### src/design/game_defs.svh
`ifndef GAME_DEFS_SVH
`define GAME_DEFS_SVH

`define FRAC_W          8       // fraction bits of position and speed
`define VEL_W           12      // signed speed word, Q4.8
`define POS_W           20      // signed position word, Q12.8
`define ANG_W           9       // heading in whole degrees
`define VEL_MAX         6       // top speed, whole units
`define FRICTION_SHIFT  4
`define ACC_SHIFT       3
`define X_LIMIT         800     // arena half width
`define Y_LIMIT         400     // arena half height
`define CAR_RADIUS      16
`define CAR1_INIT_X     (-200)
`define CAR1_INIT_Y     0
`define CAR2_INIT_X     200
`define CAR2_INIT_Y     0
`define CAR_INIT_ANGLE  0
`define FRAME_CYCLES    64      // clocks per frame
`define CORDIC_ITERS    12
`define CORDIC_GAIN_INV 2487    // 0.6073 in Q12

`endif

### src/design/game_pkg.sv
package game_pkg;

    `include "game_defs.svh"

    typedef logic signed [`VEL_W-1:0] vel_t;   // Q4.8 speed
    typedef logic signed [`POS_W-1:0] pos_t;   // Q12.8 position
    typedef logic        [`ANG_W-1:0] ang_t;   // whole degrees, 0 to 359

    // residual angle width, degrees with fraction
    localparam int ATAN_W = `ANG_W + `FRAC_W;

    // atan(2^-i) in degrees, 8 fraction bits
    localparam logic signed [ATAN_W-1:0] ATAN_TABLE [`CORDIC_ITERS] = '{
        11520, 6801, 3593, 1824,
        916,   458,  229,  115,
        57,    29,   14,   7
    };

endpackage

### src/design/car_collision.sv
`timescale 1ns/1ps
`include "game_defs.svh"

module car_collision (
    input  game_pkg::pos_t i_car1_x,
    input  game_pkg::pos_t i_car1_y,
    input  game_pkg::pos_t i_car2_x,
    input  game_pkg::pos_t i_car2_y,
    output logic           o_exchange
);

    localparam int WHOLE_W = `POS_W - `FRAC_W;
    localparam int DIFF_W  = WHOLE_W + 1;
    localparam int SQ_W    = 2 * DIFF_W + 1;
    localparam logic [SQ_W-1:0] HIT_DIST_SQ = SQ_W'((2 * `CAR_RADIUS) * (2 * `CAR_RADIUS));

    logic signed [WHOLE_W-1:0] x1_whole, y1_whole, x2_whole, y2_whole;
    logic signed [DIFF_W-1:0]  dx, dy;
    logic signed [SQ_W-1:0]    dx_sq, dy_sq;
    logic        [SQ_W-1:0]    dist_sq;

    always_comb begin
        // fraction dropped
        x1_whole = $signed(i_car1_x[`POS_W-1:`FRAC_W]);
        y1_whole = $signed(i_car1_y[`POS_W-1:`FRAC_W]);
        x2_whole = $signed(i_car2_x[`POS_W-1:`FRAC_W]);
        y2_whole = $signed(i_car2_y[`POS_W-1:`FRAC_W]);
        dx       = DIFF_W'(x1_whole) - DIFF_W'(x2_whole);
        dy       = DIFF_W'(y1_whole) - DIFF_W'(y2_whole);
        dx_sq    = dx * dx;
        dy_sq    = dy * dy;
        dist_sq  = dx_sq + dy_sq;
    end

    assign o_exchange = (dist_sq < HIT_DIST_SQ);   // circles overlap

endmodule

### src/design/car_kinematics.sv
`timescale 1ns/1ps
`include "game_defs.svh"

module car_kinematics #(
    parameter int INIT_X = 0,   // whole units
    parameter int INIT_Y = 0
) (
    input  logic           i_clk,
    input  logic           i_rst_n,
    input  logic           i_frame_tick,
    input  logic           i_move_en,
    input  logic           i_collide_en,
    input  logic           i_exchange,
    input  logic [2:0]     i_acc,
    input  logic [1:0]     i_omega,          // bit0 hold, else bit1 picks +1 or -1
    input  game_pkg::vel_t i_vel_x,
    input  game_pkg::vel_t i_vel_y,
    input  game_pkg::vel_t i_other_speed,
    input  game_pkg::ang_t i_other_heading,
    output game_pkg::vel_t o_speed,
    output game_pkg::ang_t o_heading,
    output game_pkg::pos_t o_x,
    output game_pkg::pos_t o_y
);

    import game_pkg::*;

    localparam int SUM_W = `VEL_W + 2;
    localparam logic signed [SUM_W-1:0] SPEED_MAX = SUM_W'(`VEL_MAX << `FRAC_W);
    localparam ang_t HEADING_TOP = ang_t'(359);
    localparam pos_t X_MAX = pos_t'(`X_LIMIT << `FRAC_W);
    localparam pos_t Y_MAX = pos_t'(`Y_LIMIT << `FRAC_W);

    vel_t speed_r;
    ang_t heading_r;
    pos_t x_r;
    pos_t y_r;

    logic signed [SUM_W-1:0] speed_sum;
    vel_t                    speed_clamp;
    ang_t                    heading_step;
    pos_t                    x_sum;
    pos_t                    y_sum;

    function automatic pos_t clamp_pos(input pos_t v, input pos_t lim);
        if (v > lim)
            return lim;
        else if (v < -lim)
            return -lim;
        return v;
    endfunction

    always_comb begin
        // friction then throttle
        speed_sum = SUM_W'(speed_r) - SUM_W'(speed_r >>> `FRICTION_SHIFT)
                  + SUM_W'({i_acc, {`ACC_SHIFT{1'b0}}});
        if (speed_sum < 0)
            speed_clamp = '0;
        else if (speed_sum > SPEED_MAX)
            speed_clamp = vel_t'(SPEED_MAX);
        else
            speed_clamp = vel_t'(speed_sum);

        if (i_omega[0])
            heading_step = heading_r;
        else if (i_omega[1])
            heading_step = (heading_r == HEADING_TOP) ? '0 : heading_r + 1'b1;
        else
            heading_step = (heading_r == '0) ? HEADING_TOP : heading_r - 1'b1;

        x_sum = x_r + pos_t'(i_vel_x);
        y_sum = y_r + pos_t'(i_vel_y);
    end

    always_ff @(posedge i_clk) begin
        if (!i_rst_n) begin
            speed_r   <= '0;
            heading_r <= ang_t'(`CAR_INIT_ANGLE);
        end else if (i_frame_tick) begin
            speed_r   <= speed_clamp;
            heading_r <= heading_step;
        end else if (i_collide_en && i_exchange) begin   // equal mass swap
            speed_r   <= i_other_speed;
            heading_r <= i_other_heading;
        end
    end

    always_ff @(posedge i_clk) begin
        if (!i_rst_n) begin
            x_r <= pos_t'(INIT_X <<< `FRAC_W);
            y_r <= pos_t'(INIT_Y <<< `FRAC_W);
        end else if (i_move_en) begin
            x_r <= clamp_pos(x_sum, X_MAX);
            y_r <= clamp_pos(y_sum, Y_MAX);
        end
    end

    assign o_speed   = speed_r;
    assign o_heading = heading_r;
    assign o_x       = x_r;
    assign o_y       = y_r;

    // also covers speeds taken from the other car
    speed_in_range: assert property (@(posedge i_clk) disable iff (!i_rst_n)
        (speed_r >= 0) && (speed_r <= SPEED_MAX))
        else $error("speed out of range");

endmodule

### src/design/cordic_rotator.sv
`timescale 1ns/1ps
`include "game_defs.svh"

module cordic_rotator (
    input  logic           i_clk,
    input  logic           i_rst_n,
    input  logic           i_start,
    input  game_pkg::vel_t i_speed,
    input  game_pkg::ang_t i_heading,
    output game_pkg::vel_t o_vel_x,
    output game_pkg::vel_t o_vel_y,
    output logic           o_done
);

    import game_pkg::*;

    localparam int W         = `VEL_W + 2;            // headroom during iterations
    localparam int GAIN_W    = 13;
    localparam int GAIN_FRAC = 12;                    // gain constant is Q12
    localparam int PROD_W    = `VEL_W + GAIN_W;
    localparam int ITER_W    = $clog2(`CORDIC_ITERS);
    localparam logic signed [GAIN_W-1:0] GAIN_INV = GAIN_W'(`CORDIC_GAIN_INV);

    logic signed [W-1:0]      x_r;
    logic signed [W-1:0]      y_r;
    logic signed [ATAN_W-1:0] z_r;       // residual angle
    logic [ITER_W-1:0]        iter_r;
    logic                     busy_r;
    logic                     neg_r;     // result flipped for back half
    logic                     done_r;

    logic signed [PROD_W-1:0] scaled;
    logic signed [`ANG_W-1:0] z_deg;
    logic                     z_deg_neg;
    logic signed [W-1:0]      x_shift;
    logic signed [W-1:0]      y_shift;

    always_comb begin
        scaled = i_speed * GAIN_INV;
        // fold heading into -90..90
        if (i_heading >= ang_t'(270)) begin
            z_deg     = $signed(i_heading - ang_t'(360));
            z_deg_neg = 1'b0;
        end else if (i_heading > ang_t'(90)) begin
            z_deg     = $signed(i_heading - ang_t'(180));
            z_deg_neg = 1'b1;
        end else begin
            z_deg     = $signed(i_heading);
            z_deg_neg = 1'b0;
        end
        x_shift = x_r >>> iter_r;
        y_shift = y_r >>> iter_r;
    end

    always_ff @(posedge i_clk) begin
        if (!i_rst_n) begin
            busy_r <= 1'b0;
            iter_r <= '0;
            neg_r  <= 1'b0;
            done_r <= 1'b0;
        end else begin
            done_r <= 1'b0;
            if (i_start) begin
                busy_r <= 1'b1;
                iter_r <= '0;
                neg_r  <= z_deg_neg;
            end else if (busy_r) begin
                iter_r <= iter_r + 1'b1;
                if (iter_r == ITER_W'(`CORDIC_ITERS - 1)) begin
                    busy_r <= 1'b0;
                    done_r <= 1'b1;
                end
            end
        end
    end

    always_ff @(posedge i_clk) begin
        if (i_start) begin
            x_r <= W'(scaled >>> GAIN_FRAC);   // pre-scaled by 1/K
            y_r <= '0;
            z_r <= {z_deg, {`FRAC_W{1'b0}}};
        end else if (busy_r) begin
            if (!z_r[ATAN_W-1]) begin
                x_r <= x_r - y_shift;
                y_r <= y_r + x_shift;
                z_r <= z_r - ATAN_TABLE[iter_r];
            end else begin
                x_r <= x_r + y_shift;
                y_r <= y_r - x_shift;
                z_r <= z_r + ATAN_TABLE[iter_r];
            end
        end
    end

    assign o_vel_x = neg_r ? vel_t'(-x_r) : vel_t'(x_r);
    assign o_vel_y = neg_r ? vel_t'(-y_r) : vel_t'(y_r);
    assign o_done  = done_r;

    // sequencer must wait for done before the next start
    no_restart_when_busy: assert property (@(posedge i_clk) disable iff (!i_rst_n)
        i_start |-> !busy_r)
        else $error("rotator restarted mid rotation");

endmodule

### src/design/frame_timer.sv
`timescale 1ns/1ps
`include "game_defs.svh"

module frame_timer (
    input  logic i_clk,
    input  logic i_rst_n,
    output logic o_frame_tick
);

    localparam int               CNT_W = $clog2(`FRAME_CYCLES);
    localparam logic [CNT_W-1:0] LAST  = CNT_W'(`FRAME_CYCLES - 1);

    logic [CNT_W-1:0] cnt_r;

    always_ff @(posedge i_clk) begin
        if (!i_rst_n) begin
            cnt_r        <= '0;
            o_frame_tick <= 1'b0;
        end else begin
            o_frame_tick <= (cnt_r == LAST);   // one clock per wrap
            if (cnt_r == LAST)
                cnt_r <= '0;
            else
                cnt_r <= cnt_r + 1'b1;
        end
    end

endmodule

### src/design/game_control.sv
`timescale 1ns/1ps
`include "game_defs.svh"

module game_control (
    input  logic                             i_clk,
    input  logic                             i_rst_n,
    input  logic [2:0]                       i_car1_acc,     // 0 to 7
    input  logic [2:0]                       i_car2_acc,
    input  logic [1:0]                       i_car1_omega,
    input  logic [1:0]                       i_car2_omega,
    output game_pkg::vel_t                   o_car1_speed,
    output game_pkg::vel_t                   o_car2_speed,
    output game_pkg::ang_t                   o_car1_heading,
    output game_pkg::ang_t                   o_car2_heading,
    output logic signed [`POS_W-`FRAC_W-1:0] o_car1_x,       // whole units
    output logic signed [`POS_W-`FRAC_W-1:0] o_car1_y,
    output logic signed [`POS_W-`FRAC_W-1:0] o_car2_x,
    output logic signed [`POS_W-`FRAC_W-1:0] o_car2_y,
    output logic                             o_collide,
    output logic                             o_frame_done
);

    import game_pkg::*;

    localparam int WHOLE_W = `POS_W - `FRAC_W;

    logic frame_tick, rot_start, move_en, collide_en, exchange;
    logic car1_rot_done, car2_rot_done;
    logic collide_r;
    vel_t car1_speed, car2_speed;
    ang_t car1_heading, car2_heading;
    vel_t car1_vel_x, car1_vel_y, car2_vel_x, car2_vel_y;
    pos_t car1_x, car1_y, car2_x, car2_y;

    // round to nearest whole unit
    function automatic logic signed [WHOLE_W-1:0] round_pos(input pos_t p);
        return WHOLE_W'(p >>> `FRAC_W) + WHOLE_W'(p[`FRAC_W-1]);
    endfunction

    frame_timer u_frame_timer (
        .i_clk        (i_clk),
        .i_rst_n      (i_rst_n),
        .o_frame_tick (frame_tick)
    );

    physics_sequencer u_physics_sequencer (
        .i_clk        (i_clk),
        .i_rst_n      (i_rst_n),
        .i_frame_tick (frame_tick),
        .i_rot_done   (car1_rot_done & car2_rot_done),   // lockstep rotators
        .o_rot_start  (rot_start),
        .o_move_en    (move_en),
        .o_collide_en (collide_en),
        .o_frame_done (o_frame_done)
    );

    cordic_rotator u_rotate_car1 (
        .i_clk     (i_clk),
        .i_rst_n   (i_rst_n),
        .i_start   (rot_start),
        .i_speed   (car1_speed),
        .i_heading (car1_heading),
        .o_vel_x   (car1_vel_x),
        .o_vel_y   (car1_vel_y),
        .o_done    (car1_rot_done)
    );

    cordic_rotator u_rotate_car2 (
        .i_clk     (i_clk),
        .i_rst_n   (i_rst_n),
        .i_start   (rot_start),
        .i_speed   (car2_speed),
        .i_heading (car2_heading),
        .o_vel_x   (car2_vel_x),
        .o_vel_y   (car2_vel_y),
        .o_done    (car2_rot_done)
    );

    car_kinematics #(
        .INIT_X (`CAR1_INIT_X),
        .INIT_Y (`CAR1_INIT_Y)
    ) u_car1 (
        .i_clk           (i_clk),
        .i_rst_n         (i_rst_n),
        .i_frame_tick    (frame_tick),
        .i_move_en       (move_en),
        .i_collide_en    (collide_en),
        .i_exchange      (exchange),
        .i_acc           (i_car1_acc),
        .i_omega         (i_car1_omega),
        .i_vel_x         (car1_vel_x),
        .i_vel_y         (car1_vel_y),
        .i_other_speed   (car2_speed),
        .i_other_heading (car2_heading),
        .o_speed         (car1_speed),
        .o_heading       (car1_heading),
        .o_x             (car1_x),
        .o_y             (car1_y)
    );

    car_kinematics #(
        .INIT_X (`CAR2_INIT_X),
        .INIT_Y (`CAR2_INIT_Y)
    ) u_car2 (
        .i_clk           (i_clk),
        .i_rst_n         (i_rst_n),
        .i_frame_tick    (frame_tick),
        .i_move_en       (move_en),
        .i_collide_en    (collide_en),
        .i_exchange      (exchange),
        .i_acc           (i_car2_acc),
        .i_omega         (i_car2_omega),
        .i_vel_x         (car2_vel_x),
        .i_vel_y         (car2_vel_y),
        .i_other_speed   (car1_speed),
        .i_other_heading (car1_heading),
        .o_speed         (car2_speed),
        .o_heading       (car2_heading),
        .o_x             (car2_x),
        .o_y             (car2_y)
    );

    car_collision u_car_collision (
        .i_car1_x   (car1_x),
        .i_car1_y   (car1_y),
        .i_car2_x   (car2_x),
        .i_car2_y   (car2_y),
        .o_exchange (exchange)
    );

    // held until the next frame's collide step
    always_ff @(posedge i_clk) begin
        if (!i_rst_n)
            collide_r <= 1'b0;
        else if (collide_en)
            collide_r <= exchange;
    end

    assign o_collide      = collide_r;
    assign o_car1_speed   = car1_speed;
    assign o_car2_speed   = car2_speed;
    assign o_car1_heading = car1_heading;
    assign o_car2_heading = car2_heading;
    assign o_car1_x       = round_pos(car1_x);
    assign o_car1_y       = round_pos(car1_y);
    assign o_car2_x       = round_pos(car2_x);
    assign o_car2_y       = round_pos(car2_y);

endmodule

### src/design/physics_sequencer.sv
`timescale 1ns/1ps

module physics_sequencer (
    input  logic i_clk,
    input  logic i_rst_n,
    input  logic i_frame_tick,
    input  logic i_rot_done,
    output logic o_rot_start,
    output logic o_move_en,
    output logic o_collide_en,
    output logic o_frame_done
);

    typedef enum logic [1:0] {
        IDLE,
        ROTATE,
        MOVE,
        COLLIDE
    } seq_state_t;

    seq_state_t state_r;

    // each strobe fires on entry to its step
    always_ff @(posedge i_clk) begin
        if (!i_rst_n) begin
            state_r      <= IDLE;
            o_rot_start  <= 1'b0;
            o_move_en    <= 1'b0;
            o_collide_en <= 1'b0;
            o_frame_done <= 1'b0;
        end else begin
            o_rot_start  <= 1'b0;
            o_move_en    <= 1'b0;
            o_collide_en <= 1'b0;
            o_frame_done <= 1'b0;
            unique case (state_r)
                IDLE: begin
                    if (i_frame_tick) begin   // speed and heading land this edge
                        state_r     <= ROTATE;
                        o_rot_start <= 1'b1;
                    end
                end
                ROTATE: begin
                    if (i_rot_done) begin
                        state_r   <= MOVE;
                        o_move_en <= 1'b1;
                    end
                end
                MOVE: begin
                    state_r      <= COLLIDE;
                    o_collide_en <= 1'b1;   // positions are fresh now
                end
                COLLIDE: begin
                    state_r      <= IDLE;
                    o_frame_done <= 1'b1;
                end
                default: state_r <= IDLE;
            endcase
        end
    end

    // a frame must finish well inside FRAME_CYCLES
    tick_only_in_idle: assert property (@(posedge i_clk) disable iff (!i_rst_n)
        i_frame_tick |-> (state_r == IDLE))
        else $error("frame tick while sequencer busy");

    done_only_in_rotate: assert property (@(posedge i_clk) disable iff (!i_rst_n)
        i_rot_done |-> (state_r == ROTATE))
        else $error("rotator done outside ROTATE");

endmodule

### config.mk
export PLATFORM = sky130hd
export DESIGN_NAME = game_control
export DESIGN_NICKNAME = d
export VERILOG_FILES = /design/src/design/game_pkg.sv /design/src/design/car_collision.sv /design/src/design/car_kinematics.sv /design/src/design/cordic_rotator.sv /design/src/design/frame_timer.sv /design/src/design/game_control.sv /design/src/design/physics_sequencer.sv
export VERILOG_INCLUDE_DIRS = /design/src /design/src/design
export SDC_FILE = /design/constraint.sdc
export NUM_CORES = 2
export LEC_CHECK = 0
export BUFFER_PORTS_ARGS = -buffer_cell sky130_fd_sc_hd__buf_2
export CORE_ASPECT_RATIO = 1.4
export CORE_UTILIZATION = 30
export CTS_CLUSTER_SIZE = 40
export DETAILED_ROUTE_END_ITERATION = 8
export PLACE_DENSITY = 0.43
export RECOVER_POWER = 25
export SLEW_MARGIN = 15
export SYNTH_ARGS = -nofsm -noshare
export SYNTH_HDL_FRONTEND = slang
export SYNTH_SLANG_ARGS = --single-unit
### constraint.sdc
create_clock -name i_clk -period 15.7 [get_ports i_clk]
set_input_delay 3.14 -clock i_clk [delete_from_list [all_inputs] [get_ports i_clk]]
set_output_delay 3.14 -clock i_clk [all_outputs]
set_load 0.05 [all_outputs]
==> results.sh <==
export IMPL_yosysUniqueCellTypes=106
export IMPL_synthDominantCellAreaShare_pct=17.87
export IMPL_cts_repair_resize_count=0
export IMPL_routed_via_density=4.978
export IMPL_initial_utilization_pct=30.25
export IMPL_max_cap_violations=6
export IMPL_rr_startpoint="u_car2.o_y[8]"
export IMPL_die_w_um=328.7
export IMPL_proportion_of_synthesized_chip_area_in_sequential_cells_pct=11.75
export IMPL_cts_hold_buffers=0
export IMPL_hold_end="u_frame_timer.cnt_r[0]"
export IMPL_async_flop_share_pct=0
export IMPL_via_count_of_the_first_global_routing_pass=38630
export IMPL_cts_tree="built"
export IMPL_cellLeakagePower_nw=23.60
export IMPL_post_route_drc_count=14
export IMPL_hold_path_class="flop to flop"
export IMPL_element_type_at_the_critical_path_end="flop"
export IMPL_post_route_worst_setup_slack_ns=4.061
export IMPL_crit_top_cell="sky130_fd_sc_hd__fa_1"
export IMPL_die_height_um=459.3
export IMPL_critical_path_slowest_cell="sky130_fd_sc_hd__xnor2_1"
export IMPL_ctsHtreeMaxLevel=2
export IMPL_drt_total_wl_um=128900
export IMPL_placementRows=167
export IMPL_syn_instance_count=5315
export IMPL_slowest_delay_ns=0.61
export IMPL_wl_per_cell_um=17.64
export IMPL_tritoncts_num_sinks=240
export IMPL_report_final_setup_viol=0
export IMPL_worstSkewPairLatency_ns=0.57
export IMPL_timing_max_slew_rel_slack_pct=-84.01
export IMPL_detailedRoute_firstPassIterationCount=9
export IMPL_preCtsSetupSlack_ns=4.058
export IMPL_synth_common_cells="sky130_fd_sc_hd__inv_1 (748), sky130_fd_sc_hd__ha_1 (635), sky130_fd_sc_hd__nor2_1 (459)"
export IMPL_num_nets_final=6385
export IMPL_worst_endpoint_required_ns=16.10
export IMPL_layout_worst_path_cycle_share_pct=74.13
export IMPL_clock_skew_final_ns=0.03161
export IMPL_iter_0_drt_violations=1371
export IMPL_grt_pass1_wl_um=208900
export IMPL_setup_repair_after_global_routing_missed_its_margin="no"
export IMPL_synthFlopType="sky130_fd_sc_hd__dfxtp_1"
export IMPL_synth_register_bits=240
export IMPL_finalHoldViolations=0
export IMPL_multi_input_area_mm2=0.03604
export IMPL_power_density_cell_area_mw_per_mm2=46.69
export IMPL_clk_pin_slew_worst_paths_ns=0.06
export IMPL_critical_path_reg2reg_endpoint="u_car2.o_heading[0]"
export IMPL_run_status="finished with violations"
export IMPL_fp_dieArea_mm2=0.1510
export IMPL_layout_drive_gt1_share_pct=6.114
export IMPL_grt_antenna_before_repair=4
export IMPL_vdd_ir_drop_max_mv=0.05808
export IMPL_layout_overhead_on_the_synthesized_area_pct=8.677
export IMPL_final_min_clock_period_ns=11.64
export IMPL_hold_path_depth=1
export IMPL_ctsLongestPathBuffers=3
export IMPL_synth_avg_cell_area_um2=8.433
export IMPL_register_area_mm2=0.005266
export IMPL_place_gp_congestion=0.8625
export IMPL_port_buffers=103
export IMPL_io_pins=104
export IMPL_slew_violations=219
export IMPL_place_detailed_hpwl_um=106000
export IMPL_worst_path_max_fanout=27
export IMPL_core_area_mm2=0.1481
export IMPL_post_synth_top_area_cell="sky130_fd_sc_hd__fa_1"
export IMPL_crit_arrival_ns=12.04
export IMPL_filler_cell_count=15650
export IMPL_worst_setup_path_category="flop to flop"
export IMPL_dr_vias=36390
export IMPL_post_cts_setup_buffer_count=0
export IMPL_ys_top_cells_by_area="sky130_fd_sc_hd__fa_1 (18%), sky130_fd_sc_hd__ha_1 (18%), sky130_fd_sc_hd__dfxtp_1 (8.7%)"
export IMPL_synth_cell_area_mm2=0.04482
export IMPL_ant_nets=0
export IMPL_cts_inserted_buffers=35
export IMPL_worstSetupStartpointType="flop"
export IMPL_largest_net_degree_at_the_start_of_global_routing=53
export IMPL_global_route_overflow_total=0
export IMPL_timing_worst_slew_pin_value_ns=2.760
export IMPL_fin_setup_tns_ns=0
export IMPL_gr_usage_all_layers_pct=17.26
export IMPL_worst_r2r_setup_slack_ns=4.06
export IMPL_maxClockFrequency_mhz=85.92
export IMPL_r2r_worst_path_cells=41
export IMPL_synth_edf_count=46
export IMPL_synthesis_yosys_warnings=0
export IMPL_top_count_cell_post_synth="sky130_fd_sc_hd__inv_1"
export IMPL_clockRootBuffer="sky130_fd_sc_hd__clkbuf_16"
export IMPL_failing_checks="design-rule violations, max-capacitance violations, max-slew violations"
export IMPL_worst_hold_startpoint="u_frame_timer.cnt_r[0]"
flip-flops by register name (all words and copies together) (netlist names), 2 cells and up:
signal / flops
u_rotate_car1.y_r: 14
u_car2.o_y: 20
u_rotate_car1.z_r: 17
u_car1.o_y: 20
u_car1.o_x: 20
u_rotate_car2.x_r: 14
u_car2.o_x: 20
u_car1.o_speed: 12
u_frame_timer.cnt_r: 6
u_rotate_car2.z_r: 17
u_rotate_car1.x_r: 14
u_physics_sequencer.state_r: 2
u_car2.o_speed: 12
u_car2.o_heading: 9
u_rotate_car1.iter_r: 4
u_rotate_car2.y_r: 14
u_rotate_car2.iter_r: 4
u_car1.o_heading: 9
cell families (layout without fill, tap and decap cells):
group	after synthesis	in the layout	share of synthesized area [%]
and+or+nand+nor	1364	1364	14.25
AOI/OAI and AO/OA	1139	1139	16.57
DFF	240	240	11.75
muxes	175	175	5.360
adders and majority gates	1039	1039	35.68
other	1	4	0.008367
buffers and inverters	926	975	7.881
xor gates and xnor gates	431	431	8.498
power by group:
group	internal [mW]	total (mW)	switching (mW)
Combinational	0.292	0.649	0.357
Sequential	0.668	0.726	0.0584
Clock	0.564	0.899	0.335
Total	1.52	2.27	0.750
cell usage in the layout (no fill, tap or decap), types with 41 or more instances in the layout:
cell                       synthesis  routed
sky130_fd_sc_hd__a21oi_1         300     300
sky130_fd_sc_hd__edfxtp_1         46      46
sky130_fd_sc_hd__nand2_1         360     360
sky130_fd_sc_hd__buf_2            12     101
sky130_fd_sc_hd__a211oi_1         41      41
sky130_fd_sc_hd__ha_1            635     635
sky130_fd_sc_hd__dfxtp_1         194     193
sky130_fd_sc_hd__nor2_1          459     458
sky130_fd_sc_hd__a22o_1           46      46
sky130_fd_sc_hd__o21ai_0         218     219
sky130_fd_sc_hd__nand2b_1         71      71
sky130_fd_sc_hd__fa_1            400     400
sky130_fd_sc_hd__o21a_1           48      48
sky130_fd_sc_hd__xor2_1          129     129
sky130_fd_sc_hd__mux2i_1          98      98
sky130_fd_sc_hd__inv_1           748     749
sky130_fd_sc_hd__a21o_1           82      82
sky130_fd_sc_hd__xnor2_1         299     299
sky130_fd_sc_hd__nor3_1          114     114
sky130_fd_sc_hd__nor2b_1          61      61
sky130_fd_sc_hd__mux4_2           48      48
sky130_fd_sc_hd__o21bai_1         43      43
sky130_fd_sc_hd__nand3_1          73      73
metal layers:
metal	up-vias	share of wire [%]	GRT usage, %
met2	423	54	34.00
li1	18220	-	-
met4	0	2.5	4.487
met3	134	2.1	1.143
met1	17610	41	19.63
met5	-	0	0
worst max-delay path by stage:
stage	slack, ns	from	to	depth (start not counted)
floorplan	5.52	u_car1.o_x[8]	u_car1.o_speed[1]	43
global placement	4.31	u_car2.o_x[9]	u_car2.o_heading[7]	41
detailed placement	4.06	u_car2.o_y[8]	u_car2.o_heading[3]	41
CTS	3.98	u_car2.o_y[8]	u_car2.o_heading[8]	41
global route	3.10	u_car2.o_x[9]	u_car2.o_heading[7]	41
finish	4.06	u_car2.o_y[8]	u_car2.o_heading[0]	41
critical path, delay by kind of cell (launching register included):
kind / cells / cell delay (ns)
compound gates: 12 / 2.19
mux: 2 / 0.59
simple gates: 9 / 2.18
fa+ha+maj: 10 / 4.23
buf+inv: 5 / 0.98
xor+xnor: 3 / 0.87
flops: 1 / 0.40
area by class of cell:
| type | instances | share of cell area (%) |
|---|---|---|
| multi-input cells | 4150 | 73.99 |
| clock buffers | 49 | 2.137 |
| well taps | 1943 | 4.991 |
| repair buffers | 144 | 1.647 |
| flip-flops and latches | 240 | 10.81 |
| inverters | 767 | 5.911 |
| diodes | 2 | 0.01028 |
| clock inverters | 15 | 0.5009 |
per-stage QoR:
stage | hold slack [ns] | power (mW) | cells | utilization (%) | area (um2)
final | 0.4519 | 2.274 | 7310 | 32.88 | 48710
after global routing | 0.4729 | 2.415 | 7309 | 32.88 | 48710
after CTS | 0.4555 | 2.312 | 7308 | 32.89 | 48730
after detailed placement | 0.4457 | 1.389 | 7244 | 32.03 | 47440
after global placement | 0.4421 | 1.388 | 7244 | 32.03 | 47440
after floorplan | 0.4175 | 1.240 | 5316 | - | 44820
Note: power is estimated with default switching activity, not from simulation.
